[src/sdram_pkg.sv]
// ================================================
// SDRAM sharing package
// Region offsets, slot and sequencer enums and the
// word widths shared by the bank multiplexer
// ================================================
package sdram_pkg;

// SDRAM word address width used when the top sets no other
localparam int sdram_aw_default = 22;

// Bank data word, two bytes
localparam int data_w = 16;

// Word offsets of each client region in the bank
localparam logic [sdram_aw_default-1:0] wram_offset = 22'h30_0000;  // Main CPU work RAM
localparam logic [sdram_aw_default-1:0] rom_offset  = 22'h00_0000;  // Main CPU program
localparam logic [sdram_aw_default-1:0] snd_offset  = 22'h38_0000;  // Sound CPU program

// Slot order is also the round-robin order
typedef enum logic [1:0] {
    SLOT_RAM = 2'd0,
    SLOT_ROM = 2'd1,
    SLOT_SND = 2'd2
} slot_id_e;

// Bank sequencer states
typedef enum logic [1:0] {
    SEQ_IDLE     = 2'd0,  // Waiting for a granted request
    SEQ_WAIT_ACK = 2'd1,  // Strobe high until the bank takes it
    SEQ_WAIT_RDY = 2'd2   // Data or write completion pending
} seq_state_e;

endpackage

[src/slot_req_if.sv]
`timescale 1ns/1ps
// ================================================
// Request bus between two pipeline stages
// One access travels out, done and data come back
// ================================================
interface slot_req_if import sdram_pkg::*; #(
    parameter int SDRAM_AW = sdram_aw_default
);

    logic                req;   // Level, held until done
    logic                we;
    logic [SDRAM_AW-1:0] addr;  // Region offset already added
    logic [data_w-1:0]   din;
    logic [data_w/8-1:0] mask;  // Active low per byte
    logic                done;  // Single cycle pulse
    logic [data_w-1:0]   dout;

    // Side that issues the access
    modport requester (
        output req, we, addr, din, mask,
        input  done, dout
    );

    // Side that carries it out
    modport server (
        input  req, we, addr, din, mask,
        output done, dout
    );

endinterface

[src/bank_sequencer.sv]
`timescale 1ns/1ps
// ================================================
// SDRAM bank sequencer
// Runs one access on the bank port with rd/wr,
// ack and rdy, and gates the refresh enable
// ================================================
module bank_sequencer import sdram_pkg::*; #(
    parameter int SDRAM_AW = sdram_aw_default
) (
    input  logic                clk,
    input  logic                rst_n,
    input  logic                lvbl,
    input  logic                rfsh_en,
    input  logic                ba_ack,
    input  logic                ba_rdy,
    input  logic [data_w-1:0]   data_read,
    output logic [SDRAM_AW-1:0] ba_addr,
    output logic                ba_rd,
    output logic                ba_wr,
    output logic [data_w-1:0]   ba_din,
    output logic [data_w/8-1:0] ba_din_m,  // Write mask, active low
    output logic                refresh_en,
    slot_req_if.server          req_if
);

seq_state_e state;
logic       start;

// req is still high in the cycle of done
assign start = state == SEQ_IDLE && req_if.req && !req_if.done;

always_ff @(posedge clk) begin
    if (!rst_n) begin
        state       <= SEQ_IDLE;
        ba_rd       <= 1'b0;
        ba_wr       <= 1'b0;
        req_if.done <= 1'b0;
        refresh_en  <= 1'b0;
    end else begin
        req_if.done <= 1'b0;
        case (state)
            SEQ_IDLE: begin
                if (start) begin
                    ba_rd <= !req_if.we;
                    ba_wr <= req_if.we;
                    state <= SEQ_WAIT_ACK;
                end
            end
            SEQ_WAIT_ACK: begin
                if (ba_ack) begin  // Strobe drops next cycle
                    ba_rd <= 1'b0;
                    ba_wr <= 1'b0;
                    state <= SEQ_WAIT_RDY;
                end
            end
            SEQ_WAIT_RDY: begin
                if (ba_rdy) begin
                    req_if.done <= 1'b1;
                    state       <= SEQ_IDLE;
                end
            end
            default: state <= SEQ_IDLE;
        endcase
        // Refresh only in vertical blank with the bank quiet
        refresh_en <= !lvbl && rfsh_en && state == SEQ_IDLE && !req_if.req;
    end
end

always_ff @(posedge clk) begin
    if (start) begin
        ba_addr  <= req_if.addr;
        ba_din   <= req_if.din;
        ba_din_m <= req_if.mask;
    end
    if (state == SEQ_WAIT_RDY && ba_rdy) begin
        req_if.dout <= data_read;  // Unused by the slot on writes
    end
end

a_strobe_excl: assert property (@(posedge clk) disable iff (!rst_n)
    !(ba_rd && ba_wr));

// The bank only acknowledges a raised strobe
a_no_idle_ack: assert property (@(posedge clk) disable iff (!rst_n)
    state == SEQ_IDLE |-> !ba_ack);

endmodule

[src/sdram_mux.sv]
`timescale 1ns/1ps
// ================================================
// SDRAM bank sharing for work RAM, program ROM
// and sound ROM clients of the arcade core
// ================================================
module sdram_mux import sdram_pkg::*; #(
    parameter int SDRAM_AW = sdram_aw_default
) (
    input  logic                clk,
    input  logic                rst_n,
    input  logic                lvbl,
    input  logic                rfsh_en,
    input  logic                cache_clr,
    // Main CPU work RAM
    input  logic                ram_cs,
    input  logic                ram_we,
    input  logic [16:0]         ram_addr,
    input  logic [data_w-1:0]   ram_din,
    input  logic [data_w/8-1:0] ram_dsn,
    output logic                ram_ok,
    output logic [data_w-1:0]   ram_data,
    // Main CPU program ROM
    input  logic                rom_cs,
    input  logic [19:0]         rom_addr,
    output logic                rom_ok,
    output logic [data_w-1:0]   rom_data,
    // Sound CPU ROM, byte wide
    input  logic                snd_cs,
    input  logic [15:0]         snd_addr,
    output logic                snd_ok,
    output logic [7:0]          snd_data,
    // SDRAM bank port
    output logic [SDRAM_AW-1:0] ba_addr,
    output logic                ba_rd,
    output logic                ba_wr,
    output logic [data_w-1:0]   ba_din,
    output logic [data_w/8-1:0] ba_din_m,
    input  logic                ba_ack,
    input  logic                ba_rdy,
    input  logic [data_w-1:0]   data_read,
    output logic                refresh_en
);

slot_req_if #(.SDRAM_AW(SDRAM_AW)) slot_bus [3] ();  // Indexed by slot_id_e
slot_req_if #(.SDRAM_AW(SDRAM_AW)) bank_bus ();

slot_cache #(
    .SDRAM_AW ( SDRAM_AW                 ),
    .ADDR_W   ( 17                       ),
    .DATA_W   ( data_w                   ),
    .OFFSET   ( SDRAM_AW'(wram_offset)   ),
    .WRITABLE ( 1'b1                     )
) u_ram_slot (
    .clk       ( clk          ),
    .rst_n     ( rst_n        ),
    .cs        ( ram_cs       ),
    .we        ( ram_we       ),
    .addr      ( ram_addr     ),
    .din       ( ram_din      ),
    .dsn       ( ram_dsn      ),
    .cache_clr ( cache_clr    ),
    .ok        ( ram_ok       ),
    .dout      ( ram_data     ),
    .req_if    ( slot_bus[0]  )
);

slot_cache #(
    .SDRAM_AW ( SDRAM_AW                 ),
    .ADDR_W   ( 20                       ),
    .DATA_W   ( data_w                   ),
    .OFFSET   ( SDRAM_AW'(rom_offset)    ),
    .WRITABLE ( 1'b0                     )
) u_rom_slot (
    .clk       ( clk          ),
    .rst_n     ( rst_n        ),
    .cs        ( rom_cs       ),
    .we        ( 1'b0         ),
    .addr      ( rom_addr     ),
    .din       ( 16'h0        ),
    .dsn       ( 2'b11        ),
    .cache_clr ( cache_clr    ),
    .ok        ( rom_ok       ),
    .dout      ( rom_data     ),
    .req_if    ( slot_bus[1]  )
);

slot_cache #(
    .SDRAM_AW ( SDRAM_AW                 ),
    .ADDR_W   ( 16                       ),
    .DATA_W   ( 8                        ),
    .OFFSET   ( SDRAM_AW'(snd_offset)    ),
    .WRITABLE ( 1'b0                     )
) u_snd_slot (
    .clk       ( clk          ),
    .rst_n     ( rst_n        ),
    .cs        ( snd_cs       ),
    .we        ( 1'b0         ),
    .addr      ( snd_addr     ),
    .din       ( 8'h0         ),
    .dsn       ( 2'b11        ),
    .cache_clr ( cache_clr    ),
    .ok        ( snd_ok       ),
    .dout      ( snd_data     ),
    .req_if    ( slot_bus[2]  )
);

slot_arbiter #(
    .SDRAM_AW ( SDRAM_AW )
) u_arbiter (
    .clk   ( clk      ),
    .rst_n ( rst_n    ),
    .slots ( slot_bus ),
    .bank  ( bank_bus )
);

bank_sequencer #(
    .SDRAM_AW ( SDRAM_AW )
) u_sequencer (
    .clk        ( clk        ),
    .rst_n      ( rst_n      ),
    .lvbl       ( lvbl       ),
    .rfsh_en    ( rfsh_en    ),
    .ba_ack     ( ba_ack     ),
    .ba_rdy     ( ba_rdy     ),
    .data_read  ( data_read  ),
    .ba_addr    ( ba_addr    ),
    .ba_rd      ( ba_rd      ),
    .ba_wr      ( ba_wr      ),
    .ba_din     ( ba_din     ),
    .ba_din_m   ( ba_din_m   ),
    .refresh_en ( refresh_en ),
    .req_if     ( bank_bus   )
);

endmodule

[src/slot_arbiter.sv]
`timescale 1ns/1ps
// ================================================
// Round-robin arbiter over the three slots
// Forwards one request at a time to the sequencer
// ================================================
module slot_arbiter import sdram_pkg::*; #(
    parameter int SDRAM_AW = sdram_aw_default
) (
    input  logic          clk,
    input  logic          rst_n,
    slot_req_if.server    slots [3],
    slot_req_if.requester bank
);

logic [2:0]          pend;
logic [2:0]          done_vec;
logic [2:0]          s_we;
logic [SDRAM_AW-1:0] s_addr [3];
logic [data_w-1:0]   s_din  [3];
logic [data_w/8-1:0] s_mask [3];
slot_id_e            last;  // Last granted slot, owner while bank.req is high
slot_id_e            pick;
slot_id_e            cand;
logic                found;
logic                grant_now;

// Interface arrays only take constant indexes
for (genvar i = 0; i < 3; i++) begin : g_slot
    assign pend[i]       = slots[i].req;
    assign s_we[i]       = slots[i].we;
    assign s_addr[i]     = slots[i].addr;
    assign s_din[i]      = slots[i].din;
    assign s_mask[i]     = slots[i].mask;
    assign done_vec[i]   = bank.done && last == slot_id_e'(i);
    assign slots[i].done = done_vec[i];
    assign slots[i].dout = bank.dout;
end

// First pending slot after the last granted one
always_comb begin
    pick  = last;
    found = 1'b0;
    cand  = last;
    for (int k = 1; k <= 3; k++) begin
        cand = slot_id_e'((int'(last) + k) % 3);
        if (!found && pend[cand]) begin
            pick  = cand;
            found = 1'b1;
        end
    end
end

assign grant_now = !bank.req && found;  // Sequencer free

always_ff @(posedge clk) begin
    if (!rst_n) begin
        bank.req <= 1'b0;
        last     <= SLOT_SND;  // RAM goes first
    end else if (bank.done) begin
        bank.req <= 1'b0;
    end else if (grant_now) begin
        bank.req <= 1'b1;
        last     <= pick;
    end
end

// Slot fields are stable while its req is high
always_ff @(posedge clk) begin
    if (grant_now) begin
        bank.we   <= s_we[pick];
        bank.addr <= s_addr[pick];
        bank.din  <= s_din[pick];
        bank.mask <= s_mask[pick];
    end
end

a_one_done: assert property (@(posedge clk) disable iff (!rst_n)
    $onehot0(done_vec));

endmodule

[src/slot_cache.sv]
`timescale 1ns/1ps
// ================================================
// Client slot stage with a one word cache
// Adds the region offset and requests the bank
// on a read miss or on any write
// ================================================
module slot_cache import sdram_pkg::*; #(
    parameter int                  SDRAM_AW = sdram_aw_default,
    parameter int                  ADDR_W   = 17,
    parameter int                  DATA_W   = 16,
    parameter logic [SDRAM_AW-1:0] OFFSET   = '0,
    parameter bit                  WRITABLE = 1'b0
) (
    input  logic                clk,
    input  logic                rst_n,
    input  logic                cs,
    input  logic                we,
    input  logic [ADDR_W-1:0]   addr,
    input  logic [DATA_W-1:0]   din,
    input  logic [data_w/8-1:0] dsn,
    input  logic                cache_clr,
    output logic                ok,
    output logic [DATA_W-1:0]   dout,
    slot_req_if.requester       req_if
);

localparam int SHIFT = (DATA_W == 8) ? 1 : 0;  // Byte clients drop the LSB

logic [SDRAM_AW-1:0] sd_addr;
logic [SDRAM_AW-1:0] cache_addr;
logic [data_w-1:0]   cache_data;
logic [data_w-1:0]   merged;
logic                cache_valid;
logic                wr;
logic                hit;
logic                issue;
logic                ok_q;
logic                ok_we;
logic [ADDR_W-1:0]   ok_addr;  // Client address seen last cycle

assign sd_addr = OFFSET + SDRAM_AW'(addr >> SHIFT);
assign wr      = cs && we && WRITABLE;
assign hit     = cache_valid && cache_addr == sd_addr;

// Address and direction must not move since ok_q was set
assign ok = cs && ok_q && ok_addr == addr && ok_we == wr;

// A finished write keeps ok_q, so it is never sent twice
assign issue = cs && !req_if.req && (wr ? !(ok_q && ok_we && ok_addr == addr) : !hit);

// Write data under the active low byte mask
always_comb begin
    merged = cache_data;
    for (int b = 0; b < data_w / 8; b++) begin
        if (!req_if.mask[b]) begin
            merged[b*8 +: 8] = req_if.din[b*8 +: 8];
        end
    end
end

always_ff @(posedge clk) begin
    if (!rst_n) begin
        req_if.req  <= 1'b0;
        cache_valid <= 1'b0;
        ok_q        <= 1'b0;
        ok_we       <= 1'b0;
    end else begin
        if (req_if.done) begin
            req_if.req <= 1'b0;
            if (!req_if.we) begin
                cache_valid <= 1'b1;  // Fresh word from the bank
            end
        end else if (issue) begin
            req_if.req <= 1'b1;
        end
        if (cache_clr) begin
            cache_valid <= 1'b0;
        end
        if (req_if.done && req_if.we) begin
            ok_q <= 1'b1;
        end else if (wr) begin
            ok_q <= ok_q && ok_we && ok_addr == addr;
        end else begin
            ok_q <= cs && hit && !cache_clr;  // Registered hit
        end
        ok_we <= wr;
    end
end

always_ff @(posedge clk) begin
    ok_addr <= addr;
    if (issue) begin
        req_if.we   <= wr;
        req_if.addr <= sd_addr;
        req_if.din  <= {(data_w / DATA_W){din}};  // Byte data lands on both lanes
        req_if.mask <= dsn;
    end
    if (req_if.done) begin
        if (!req_if.we) begin
            cache_data <= req_if.dout;
            cache_addr <= req_if.addr;
        end else if (cache_valid && cache_addr == req_if.addr) begin
            cache_data <= merged;  // Keep the cached copy coherent
        end
    end
end

generate
    if (DATA_W == 8) begin : g_byte
        assign dout = addr[0] ? cache_data[15:8] : cache_data[7:0];
    end else begin : g_word
        assign dout = cache_data[DATA_W-1:0];
    end
endgenerate

// Read only regions never see a write
a_no_rom_write: assert property (@(posedge clk) disable iff (!rst_n)
    !WRITABLE |-> !(cs && we));

endmodule

[config.mk]
export PLATFORM = sky130hd
export DESIGN_NAME = sdram_mux
export DESIGN_NICKNAME = d
export VERILOG_FILES = /design/src/sdram_pkg.sv /design/src/slot_req_if.sv /design/src/bank_sequencer.sv /design/src/sdram_mux.sv /design/src/slot_arbiter.sv /design/src/slot_cache.sv
export SDC_FILE = /design/constraint.sdc
export NUM_CORES = 1
export LEC_CHECK = 0
export BUFFER_PORTS_ARGS = -buffer_cell sky130_fd_sc_hd__buf_2
export CAP_MARGIN = 25
export CORE_ASPECT_RATIO = 2
export CORE_MARGIN = 2
export CORE_UTILIZATION = 58
export DETAILED_ROUTE_END_ITERATION = 10
export PLACE_DENSITY = 0.89
export SLEW_MARGIN = 20
export SYNTH_ARGS = -nofsm -noshare
export SYNTH_HDL_FRONTEND = slang
export SYNTH_HIERARCHICAL = 1
export SYNTH_SLANG_ARGS = --single-unit
[constraint.sdc]
create_clock -name clk -period 5.3 [get_ports clk]
set_input_delay 0.53 -clock clk [delete_from_list [all_inputs] [get_ports clk]]
set_output_delay 0.53 -clock clk [all_outputs]
set_load 0.03 [all_outputs]
==> qor.csv, run 1 <==
stage,metric,value,unit
grt,grt_pass1_wl,43700,um
placement,numPortBuffers,183,
grt,grt-ovfl-total,0,
floorplanning,die-area,0.0257,mm2
routing,vias,7531,
floorplanning,coreArea,0.0239,mm2
synthesis,synth_edf_count,296,
layout,seqCellArea,0.0103,mm2
routing,wl_per_cell,22.7,um
worst_setup_path,crit_path_max_fanout,41,
clock_tree,h-tree-depth,1,
timing,fin_worst_skew,0.0172,ns
timing,setup_viol,0,
routing,via_per_inst,5.63,
clock_tree,clock_path_buffers,3,
routing,ant_nets,0,
synthesis,yosysWarnings,6,
flow_run,drv_cap,0,
timing,slew_violations,0,
clock_tree,clockRootBuffer,clkbuf_16,
clock_tree,clock-sinks,368,
timing,tns,0,ns
clock_tree,ctsResizeCount,0,
clock_tree,insertion_delay,0.56,ns
worst_setup_path,crit_family,simple AND/OR/NAND/NOR gates,
worst_setup_path,cp_num_buf_inv,1,
layout,drive_gt1_frac,0.272,
placement,place_congestion,0.907,
pwr,power_density,533,mW/mm2
layout,finalNetCount,1131,
layout,fillers,1540,
grt,grt_max_degree,42,
clock_tree,cts_hold_buf,0,
floorplanning,die-width,114,um
layout,layout.cells.non_filler,1338,
floorplanning,die_h,225,um
synthesis,ys_ff_latch,368,
worst_setup_path,critPathLaunchType,flop,
worst_setup_path,path_cells,"inv_1, ha_1, mux2i_1, o21ai_1, or3b_1, a32oi_1, nor2b_4, a221o_1",
worst_setup_path,path_depth,8,
pwr,power_leakage,5.89,nW
clock_tree,cts_tree,built,
worst_setup_path,end_kind,flop,
layout,diodes,0,
routing,first_iter_violations,592,
synthesis,ys.flop_type,edfxtp_1,
floorplanning,start_util,0.592,
grt,grt_pass1_vias,7681,
routing,first_pass_iters,5,
min_path,hold_class,in -> reg,
synthesis,async_reset_ff_frac,0,
clock_tree,path_clk_slew,0.08,ns
min_path,hold-path-cell-count,1,
synthesis,synth_area,0.0142,mm2
worst_setup_path,cp.arrival,4.27,ns
run_status,status,completed,
worst_setup_path,reg2reg_depth,8,
floorplanning,io_pins,184,
placement,placed_cells,1282,
synthesis,ys_types,60,
synthesis,syn-mean-instance-area,16.5,um2
worst_setup_path,crit_slowest_cell,nor2b_4,
floorplanning,fp-row-count,80,
grt,grt_usage,0.234,
placement,dp_hpwl,21500,um
clock_tree,cts_setup_buffers,0,
clock_tree,cts_buffers,29,
timing,tightestPinTransition,1.07,ns
routing,drt-total-wl,30300,um
worst_setup_path,path_class,reg -> reg,
layout,multiInputGateArea,0.00328,mm2
timing,fin_crit_sh,0.728,
pwr,vdd_ir_drop_max,0.000408,V
timing,min_period,3.86,ns
grt,grt_antenna_before_repair,0,
synthesis,ys_seq_area_frac,0.730,
timing,hold_viol_final,0,
timing,slew_headroom,0.287,
synthesis,synthCells,857,
routing,drc_errors,0,
timing,max_clock_freq,0.259,GHz
worst_setup_path,cp.required,5.71,ns
layout,area_growth,13.6,%
worst_setup_path,slowest_delay,0.94,ns
timing,rsz0062_at_grt,false,
worst reg2reg max path, cell delays in order, from the launching register on:
cell	delay, ns
dfxtp_1	0.45
inv_1	0.12
ha_1	0.51
mux2i_1	0.33
o21ai_1	0.23
or3b_1	0.45
a32oi_1	0.36
nor2b_4	0.94
a221o_1	0.33
logic make-up (layout without fill, tap and decap cells):
logic type / after synthesis / after routing / synth area share
AO/OA/AOI/OAI: 71 / 71 / 0.0447
AND/OR/NAND/NOR: 154 / 154 / 0.0682
other: 7 / 44 / 0.00186
XOR/XNOR: 123 / 123 / 0.0766
adder cells (fa/ha/maj): 5 / 5 / 0.00442
buffers and inverters: 100 / 257 / 0.0513
multiplexers: 29 / 29 / 0.0231
flip-flops: 368 / 368 / 0.730
cells in the final DEF (no fill, tap or decap), drive strengths merged, types with 16 or more instances in the layout:
cell type,netlist,layout
nor4,17,17
nand4,22,22
buf,84,194
and2,45,45
mux2,26,26
nor2,16,16
a221o,41,41
xor2,53,53
edfxtp,296,296
xnor2,70,70
dfxtp,72,72
clkbuf,7,35
conb,7,44
where the power goes:
part,switching (W),internal (W)
combinational,0.00142,0.000878
sequential,0.000182,0.00379
clock,0.000991,0.00130
metrics by stage:
step / hold WS [ns] / power (W) / setup WS [ns] / cell area, um2 / util
global placement: 0.403 / 0.00610 / 1.91 / 15000 / 0.626
floorplan: 0.400 / 0.00575 / 1.18 / 14300 / -
detailed placement: 0.405 / 0.00623 / 1.62 / 15000 / 0.627
finish: 0.135 / 0.00857 / 1.44 / 16100 / 0.672
global route: 0.113 / 0.00887 / 1.34 / 16100 / 0.672
CTS: 0.113 / 0.00852 / 1.57 / 16000 / 0.670
final timing paths:
check / slack [ns] / from / to
worst max-delay path: 1.44 / u_arbiter/last[0] / u_arbiter/bank.din[5]
worst min-delay path: 0.14 / ram_addr[0] / u_ram_slot/ok_addr[0]
worst min register to register: 0.42 / u_arbiter/bank.din[9] / u_sequencer/ba_din[9]
worst max register to register: 1.44 / u_arbiter/last[0] / u_arbiter/bank.din[5]
area by class of cell:
type,count,share of cell area
well taps,287,0.0223
flip-flops and latches,368,0.642
clock inverters,19,0.0142
repair buffers,194,0.0648
clock buffers,35,0.0504
multi-input cells,426,0.204
inverters,9,0.00210
metal layers:
layer | vias up | global-route usage | wire length [um]
li1 | 3440 | - | -
met1 | 3657 | 0.233 | 9690
met2 | 353 | 0.444 | 17100
met3 | 81 | 0.0301 | 1600
met4 | 0 | 0.147 | 1920
met5 | - | 0 | 0
Yosys cell counts, types with 5 or more instances:
| master | instances | area [um2] |
|---|---|---|
| nor3b_1 | 8 | 60.1 |
| buf_4 | 73 | 548 |
| clkbuf_1 | 7 | 26.3 |
| nand3_1 | 8 | 40.0 |
| conb_1 | 7 | 26.3 |
| buf_6 | 10 | 113 |
| inv_1 | 9 | 33.8 |
| a21oi_1 | 5 | 25.0 |
| dfxtp_1 | 72 | 1440 |
| ha_1 | 5 | 62.6 |
| xnor2_1 | 69 | 604 |
| nor2_1 | 15 | 56.3 |
| nor4_1 | 16 | 100 |
| nand3b_1 | 6 | 45.0 |
| nand2b_1 | 5 | 31.3 |
| nand2_1 | 6 | 22.5 |
| edfxtp_1 | 296 | 8890 |
| a221o_1 | 40 | 400 |
| xor2_1 | 53 | 464 |
| mux2_2 | 25 | 282 |
| and2_1 | 44 | 275 |
| nand4_1 | 22 | 138 |
state kept, by name (all words and copies together) (netlist names), 8 cells and up:
| register | flops |
|---|---|
| u_rom_slot/ok_addr | 20 |
| u_sequencer/ba_din | 16 |
| u_rom_slot/cache_addr | 20 |
| u_snd_slot/ok_addr | 16 |
| u_snd_slot/req_if.addr | 15 |
| u_ram_slot/dout | 16 |
| u_snd_slot/req_if.din | 8 |
| u_rom_slot/req_if.addr | 20 |
| u_ram_slot/ok_addr | 17 |
| u_snd_slot/cache_data | 16 |
| u_rom_slot/dout | 16 |
| u_ram_slot/cache_addr | 17 |
| u_arbiter/bank.din | 16 |
| u_arbiter/bank.addr | 22 |
| u_rom_slot/req_if.din | 16 |
| u_sequencer/ba_addr | 22 |
| u_ram_slot/req_if.din | 16 |
| u_ram_slot/req_if.addr | 17 |
| u_sequencer/req_if.dout | 16 |
| u_snd_slot/cache_addr | 15 |
No activity file was read; power rests on OpenSTA's default activity.
==> run 2: changes to the inputs <==
--- a/config.mk
+++ b/config.mk
@@ -9,9 +9,9 @@
 export CAP_MARGIN = 25
 export CORE_ASPECT_RATIO = 2
 export CORE_MARGIN = 2
-export CORE_UTILIZATION = 58
+export CORE_UTILIZATION = 52
 export DETAILED_ROUTE_END_ITERATION = 10
-export PLACE_DENSITY = 0.89
+export PLACE_DENSITY = 0.85
 export SLEW_MARGIN = 20
 export SYNTH_ARGS = -nofsm -noshare
 export SYNTH_HDL_FRONTEND = slang
==> constraint.sdc (replaced) <==
create_clock -name clk -period 3.36 [get_ports clk]
set_input_delay 0.336 -clock clk [delete_from_list [all_inputs] [get_ports clk]]
set_output_delay 0.336 -clock clk [all_outputs]
set_load 0.03 [all_outputs]
==> run 2 against run 1 <==
First-iteration DRC count grew 30%. Sequential power grew 59%. Worst setup slack lost 1.2 ns. Design area grew 5.9%. Sequential share of layout area shrank 3.6 points. Clock-buffer cell count grew 8. Non-clock buffer count grew 91. Clock power grew 55%. Via count grew 7.6%. Critical path depth is the same. Critical path type unchanged. Highest routed layer unchanged.
==> qor.csv, run 2 (same netlist as run 1, synthesis figures left out) <==
stage,metric,value,unit,change
run_status,status,completed,,unchanged
floorplanning,fp-row-count,85,,was 80
layout,design_area,0.0170,mm2,was 0.0161 mm2
worst_setup_path,crit_path_max_fanout,21,,was 41
timing,hold_viol_final,0,,unchanged
grt,grt_usage,0.234,,about the same
placement,place_congestion,0.894,,was 0.907
routing,drt-total-wl,33500,um,was 30300 um
routing,drc_errors,0,,unchanged
layout,utilization,0.636,,was 0.672
layout,final_cell_mix,"edfxtp_1 (296), buf_2 (183), dlygate4sd3_1 (87), dfxtp_1 (72), xnor2_1 (69)",,"was edfxtp_1 (296), buf_2 (183), dfxtp_1 (72), xnor2_1 (69), xor2_1 (53)"
grt,grt-ovfl-total,0,,unchanged
layout,fillers,1858,,was 1540
routing,via_per_inst,5.43,,was 5.63
timing,slew_violations,0,,unchanged
timing,setup_viol,0,,unchanged
placement,numPortBuffers,183,,unchanged
pwr,power_density,809,mW/mm2,was 533 mW/mm2
pwr,vdd_ir_drop_max,0.000891,V,was 0.000408 V
layout,finalNetCount,1224,,was 1131
floorplanning,die-width,121,um,was 114 um
grt,grt_pass1_wl,49200,um,was 43700 um
clock_tree,path_clk_slew,0.07,ns,was 0.08 ns
pwr,power.share.clock,0.258,,was 0.268
pwr,p_switching,0.00427,W,was 0.00259 W
worst_setup_path,rr_startpoint,u_arbiter/last[1],,was u_arbiter/last[0]
clock_tree,h-tree-depth,1,,unchanged
clock_tree,insertion_delay,0.57,ns,was 0.56 ns
floorplanning,coreArea,0.0268,mm2,was 0.0239 mm2
pwr,p_int,0.00952,W,was 0.00598 W
routing,first_iter_violations,768,,was 592
worst_setup_path,end_kind,flop,,unchanged
placement,dp_hpwl,22600,um,was 21500 um
min_path,min_to,u_sequencer/refresh_en,,was u_ram_slot/ok_addr[0]
timing,final.setup.worst_slack,0.221,ns,was 1.44 ns
layout,drive_gt1_frac,0.251,,was 0.272
routing,first_pass_iters,5,,unchanged
timing,rsz0062_at_grt,false,,unchanged
min_path,min_from,lvbl,,was ram_addr[0]
timing,tightestPinTransition,1.10,ns,was 1.07 ns
worst_setup_path,critPathLaunchType,flop,,unchanged
timing,tns,0,ns,unchanged
worst_setup_path,cp.required,3.68,ns,was 5.71 ns
clock_tree,cts_tree,built,,unchanged
timing,min_period,3.14,ns,was 3.86 ns
clock_tree,clock-sinks,368,,unchanged
worst_setup_path,path_class,reg -> reg,,unchanged
timing,fin_crit_sh,0.934,,was 0.728
min_path,hold-path-cell-count,3,,was 1
timing,slew_headroom,0.257,,was 0.287
floorplanning,die_h,237,um,was 225 um
floorplanning,start_util,0.528,,was 0.592
worst_setup_path,r2r-end,u_arbiter/bank.din[7],,was u_arbiter/bank.din[5]
pwr,power_leakage,6.26,nW,was 5.89 nW
clock_tree,clockRootBuffer,clkbuf_16,,unchanged
layout,diodes,0,,unchanged
grt,grt_antenna_before_repair,0,,unchanged
placement,pre_cts_ws,0.00927,ns,was 1.62 ns
pwr,sequentialPowerShare,0.458,,was 0.464
pwr,finalPower,0.0138,W,was 0.00857 W
worst_setup_path,r2r_slack,0.22,ns,was 1.44 ns
floorplanning,die-area,0.0286,mm2,was 0.0257 mm2
pwr,combinationalPowerShare,0.285,,was 0.268
min_path,hold_class,in -> reg,,unchanged
clock_tree,clock_path_buffers,3,,unchanged
layout,final_common_cell,edfxtp_1,,unchanged
routing,ant_nets,0,,unchanged
timing,max_clock_freq,0.319,GHz,was 0.259 GHz
floorplanning,io_pins,184,,unchanged
timing,fin_worst_skew,0.0161,ns,was 0.0172 ns
pwr,p_sw_frac,0.310,,was 0.303
layout,top_regs,"u_arbiter/bank.addr (22), u_sequencer/ba_addr (22)",,unchanged
routing,vias,8103,,was 7531
grt,grt_pass1_vias,8487,,was 7681
worst_setup_path,reg2reg_depth,8,,unchanged
layout,area_growth,20.4,%,was 13.6%
routing,wl_per_cell,22.5,um,was 22.7 um
worst_setup_path,cp.arrival,3.46,ns,was 4.27 ns
flow_run,drv_cap,0,,unchanged
placement,dpl_cell_area,0.0151,mm2,was 0.0150 mm2
clock_tree,cts_buffers,30,,was 29
grt,grt_max_degree,42,,unchanged
==> run 2: cell count changes in the layout (fill, tap and decap cells not counted), sizes merged, moves of 3 or more <==
cell	delta
dlygate4sd3	+87
clkbuf	+8
buf	+4
clkinvlp	-4
inv	-4
clkinv	+3
==> run 2: worst max path at each step <==
stage	depth (start not counted)	startpoint	endpoint
final	8	u_arbiter/last[1]	u_arbiter/bank.din[7]
after global routing	8	u_arbiter/last[0]	u_arbiter/bank.din[4]
after CTS	8	u_arbiter/last[0]	u_arbiter/bank.mask[0]
after detailed placement	8	u_arbiter/last[0]	u_arbiter/bank.din[7]
after global placement	8	u_arbiter/last[0]	u_arbiter/bank.din[6]
after floorplan	7	u_arbiter/last[0]	u_arbiter/bank.addr[0]
==> run 2: routing by layer <==
metal / vias to the layer above / wire length, um / GRT usage
li1: 3615 / - / -
met4: 0 / 2240 / 0.144
met2: 379 / 18900 / 0.451
met1: 4000 / 10700 / 0.231
met3: 109 / 1640 / 0.0283
met5: - / 0 / 0
==> run 2: timing repair <==
action                                 CTS  global route
gates resized for setup                  1             5
gates cloned                             1             0
pin swaps                                0             1
endpoints found under the hold margin   95             0
hold buffers                            87             0
setup buffers                            0             1
setup endpoints to repair               27            41
==> run 2: metrics by stage <==
step                      cells  hold slack [ns]
after global placement     1347            0.404
after floorplan             894            0.364
final                      1493           0.0267
after global routing       1493           0.0246
after CTS                  1492          0.00459
after detailed placement   1348            0.405
==> run 2: layout make-up <==
type	instances	area, um2	share of cell area
clock buffer	43	841	0.0493
sequential	368	10300	0.606
inverter	9	33.8	0.00198
timing repair buffer	285	1920	0.113
clock inverter	13	154	0.00903
tap	348	435	0.0256
multi-input combinational	427	3320	0.195
==> run 2: critical path, cell delays in order (launching register included) <==
cell,delay (ns)
dfxtp_1,0.42
inv_1,0.13
ha_2,0.47
mux2i_1,0.28
o21ai_1,0.21
or3b_1,0.47
a32oi_4,0.29
nor2_4,0.20
a221o_1,0.41
==> run 2: power groups by stage <==
stage	combinational [W]	sequential [W]	clock, W
finish	0.00392	0.00631	0.00355
global placement	0.00328	0.00638	0
global route	0.00414	0.00635	0.00377
floorplan	0.00241	0.00665	0
detailed placement	0.00354	0.00640	0
CTS	0.00373	0.00631	0.00359
==> run 3: changes to the inputs <==
--- a/config.mk
+++ b/config.mk
@@ -11,7 +11,7 @@
 export CORE_MARGIN = 2
 export CORE_UTILIZATION = 52
 export DETAILED_ROUTE_END_ITERATION = 10
-export PLACE_DENSITY = 0.85
+export PLACE_DENSITY = 0.76
 export SLEW_MARGIN = 20
 export SYNTH_ARGS = -nofsm -noshare
 export SYNTH_HDL_FRONTEND = slang
==> run 3 against run 2 <==
Die area unchanged. Non-clock buffer count increased by 2. Global-route usage decreased by 0.57 points. Core utilization increased by 0.65 points. Worst setup slack got worse by 0.083 ns. Critical endpoint is now u_arbiter/bank.din[11]. Highest routed layer unchanged.
==> qor.csv, run 3 (same netlist as run 1, synthesis figures left out) <==
stage,metric,value,unit,change
placement,place_congestion,0.860,,was 0.894
clock_tree,cts_buffers,29,,was 30
timing,whs,0.0230,ns,was 0.0267 ns
floorplanning,start_util,0.528,,unchanged
layout,area_growth,21.6,%,was 20.4%
worst_setup_path,cp.arrival,3.53,ns,was 3.46 ns
grt,use_met1,0.237,,was 0.231
grt,gr-usage-met2,0.438,,was 0.451
routing,via_per_inst,5.37,,was 5.43
run_status,status,completed,,unchanged
floorplanning,die-area,0.0286,mm2,unchanged
worst_setup_path,critPathLaunchType,flop,,unchanged
layout,diodes,0,,unchanged
worst_setup_path,end_kind,flop,,unchanged
grt,grt_antenna_before_repair,0,,unchanged
floorplanning,coreArea,0.0268,mm2,unchanged
grt,grt_usage,0.229,,was 0.234
worst_setup_path,crit_path_max_fanout,10,,was 21
floorplanning,die_h,237,um,unchanged
layout,final_common_cell,edfxtp_1,,unchanged
timing,min_period,3.22,ns,was 3.14 ns
grt,gr-max-usage-layer,met2,,unchanged
floorplanning,fp-row-count,85,,unchanged
clock_tree,clock_path_buffers,3,,unchanged
timing,slew_headroom,0.403,,was 0.257
clock_tree,clock-sinks,368,,unchanged
layout,finalNetCount,1227,,was 1224
grt,grt-ovfl-total,0,,unchanged
timing,fin_crit_sh,0.959,,was 0.934
clock_tree,clockRootBuffer,clkbuf_16,,unchanged
routing,vias,8020,,was 8103
routing,wl_per_cell,22.3,um,was 22.5 um
min_path,hold_class,in -> reg,,unchanged
routing,drc_errors,0,,unchanged
timing,fin_worst_skew,0.0179,ns,was 0.0161 ns
pwr,vdd_ir_drop_max,0.000688,V,was 0.000891 V
timing,setup_viol,0,,unchanged
layout,layout.cells.non_filler,1494,,was 1493
clock_tree,h-tree-depth,1,,unchanged
routing,drt-total-wl,33300,um,was 33500 um
placement,placed_cells,1348,,unchanged
clock_tree,insertion_delay,0.57,ns,about the same
timing,slew_violations,0,,unchanged
timing,tightestPinTransition,0.896,ns,was 1.10 ns
worst_setup_path,r2r_slack,0.14,ns,was 0.22 ns
floorplanning,die-width,121,um,unchanged
clock_tree,cts_tree,built,,unchanged
worst_setup_path,cp.required,3.67,ns,was 3.68 ns
grt,met3_usage,0.0226,,was 0.0283
layout,fillers,1915,,was 1858
routing,first_iter_violations,583,,was 768
grt,grt_max_degree,44,,was 42
timing,max_clock_freq,0.310,GHz,was 0.319 GHz
timing,hold_viol_final,0,,unchanged
layout,drive_gt1_frac,0.263,,was 0.251
flow_run,drv_cap,0,,unchanged
grt,grt_pass1_vias,8267,,was 8487
clock_tree,path_clk_slew,0.07,ns,about the same
pwr,power_leakage,6.33,nW,was 6.26 nW
routing,first_pass_iters,5,,unchanged
routing,ant_nets,0,,unchanged
pwr,finalPower,0.0143,W,was 0.0138 W
worst_setup_path,path_class,reg -> reg,,unchanged
layout,final_cell_mix,"edfxtp_1 (296), buf_2 (183), dlygate4sd3_1 (87), dfxtp_1 (72), xnor2_1 (69)",,unchanged
timing,rsz0062_at_grt,false,,unchanged
placement,numPortBuffers,183,,unchanged
placement,dp_hpwl,21700,um,was 22600 um
layout,top_regs,"u_arbiter/bank.addr (22), u_sequencer/ba_addr (22)",,unchanged
floorplanning,io_pins,184,,unchanged
pwr,power_density,832,mW/mm2,was 809 mW/mm2
grt,grt_pass1_wl,48000,um,was 49200 um
## run 3: area by class of cell
cell class	instances	area, um2	area share
Timing Repair Buffer	287	1920	0.111
Tap cell	348	435	0.0253
Sequential cell	368	10300	0.600
Inverter	9	33.8	0.00196
Clock buffer	38	886	0.0515
Clock inverter	15	235	0.0137
Multi-Input combinational cell	429	3370	0.196
## run 3: stage by stage
step	instance area (um2)	worst slack [ns]	util	TNS (ns)
finish	17200	0.138	0.642	0
global route	17200	0.00768	0.642	0
CTS	17100	0.0904	0.639	0
detailed placement	15100	-0.0625	0.564	-1.08
global placement	15100	0.158	0.564	0
floorplan	14300	0.280	-	0
## run 3: where the power goes
group	internal, W	switching, W	total [W]
clock network	0.00233	0.00160	0.00393
registers	0.00598	0.000294	0.00628
logic	0.00159	0.00253	0.00412
total	0.00990	0.00443	0.0143
## run 3: path summary, 6_finish.rpt
| kind | end | cells after the start | from |
|---|---|---|---|
| worst max-delay path | u_arbiter/bank.din[11] | 8 | u_arbiter/last[0] |
| worst min-delay path | u_rom_slot/ok_addr[0] | 1 | rom_addr[0] |
| worst max register to register | u_arbiter/bank.din[11] | 8 | u_arbiter/last[0] |
| worst min register to register | u_sequencer/ba_addr[19] | 0 | u_arbiter/bank.addr[19] |
## run 3: timing repair
action / 4_1_cts / 5_1_grt
setup endpoints to repair: 39 / 41
cloned: 2 / 1
hold endpoints to repair: 88 / 0
hold buffers: 87 / 0
resized for setup: 3 / 7
buffers inserted: 0 / 3
pin swaps: 2 / 2
## run 3: routing by layer
layer	wire, um	up-vias
met1	11100	3954
met4	1790	0
met3	1610	83
met5	0	-
li1	-	3625
met2	18800	358
## run 3: worst max-delay path, cell delays in order, from the launching register on
cell	delay, ns
dfxtp_1	0.43
inv_1	0.14
ha_1	0.33
mux2_4	0.35
a21o_1	0.24
or3b_1	0.43
a32oi_4	0.39
nor2_2	0.24
a221o_1	0.41
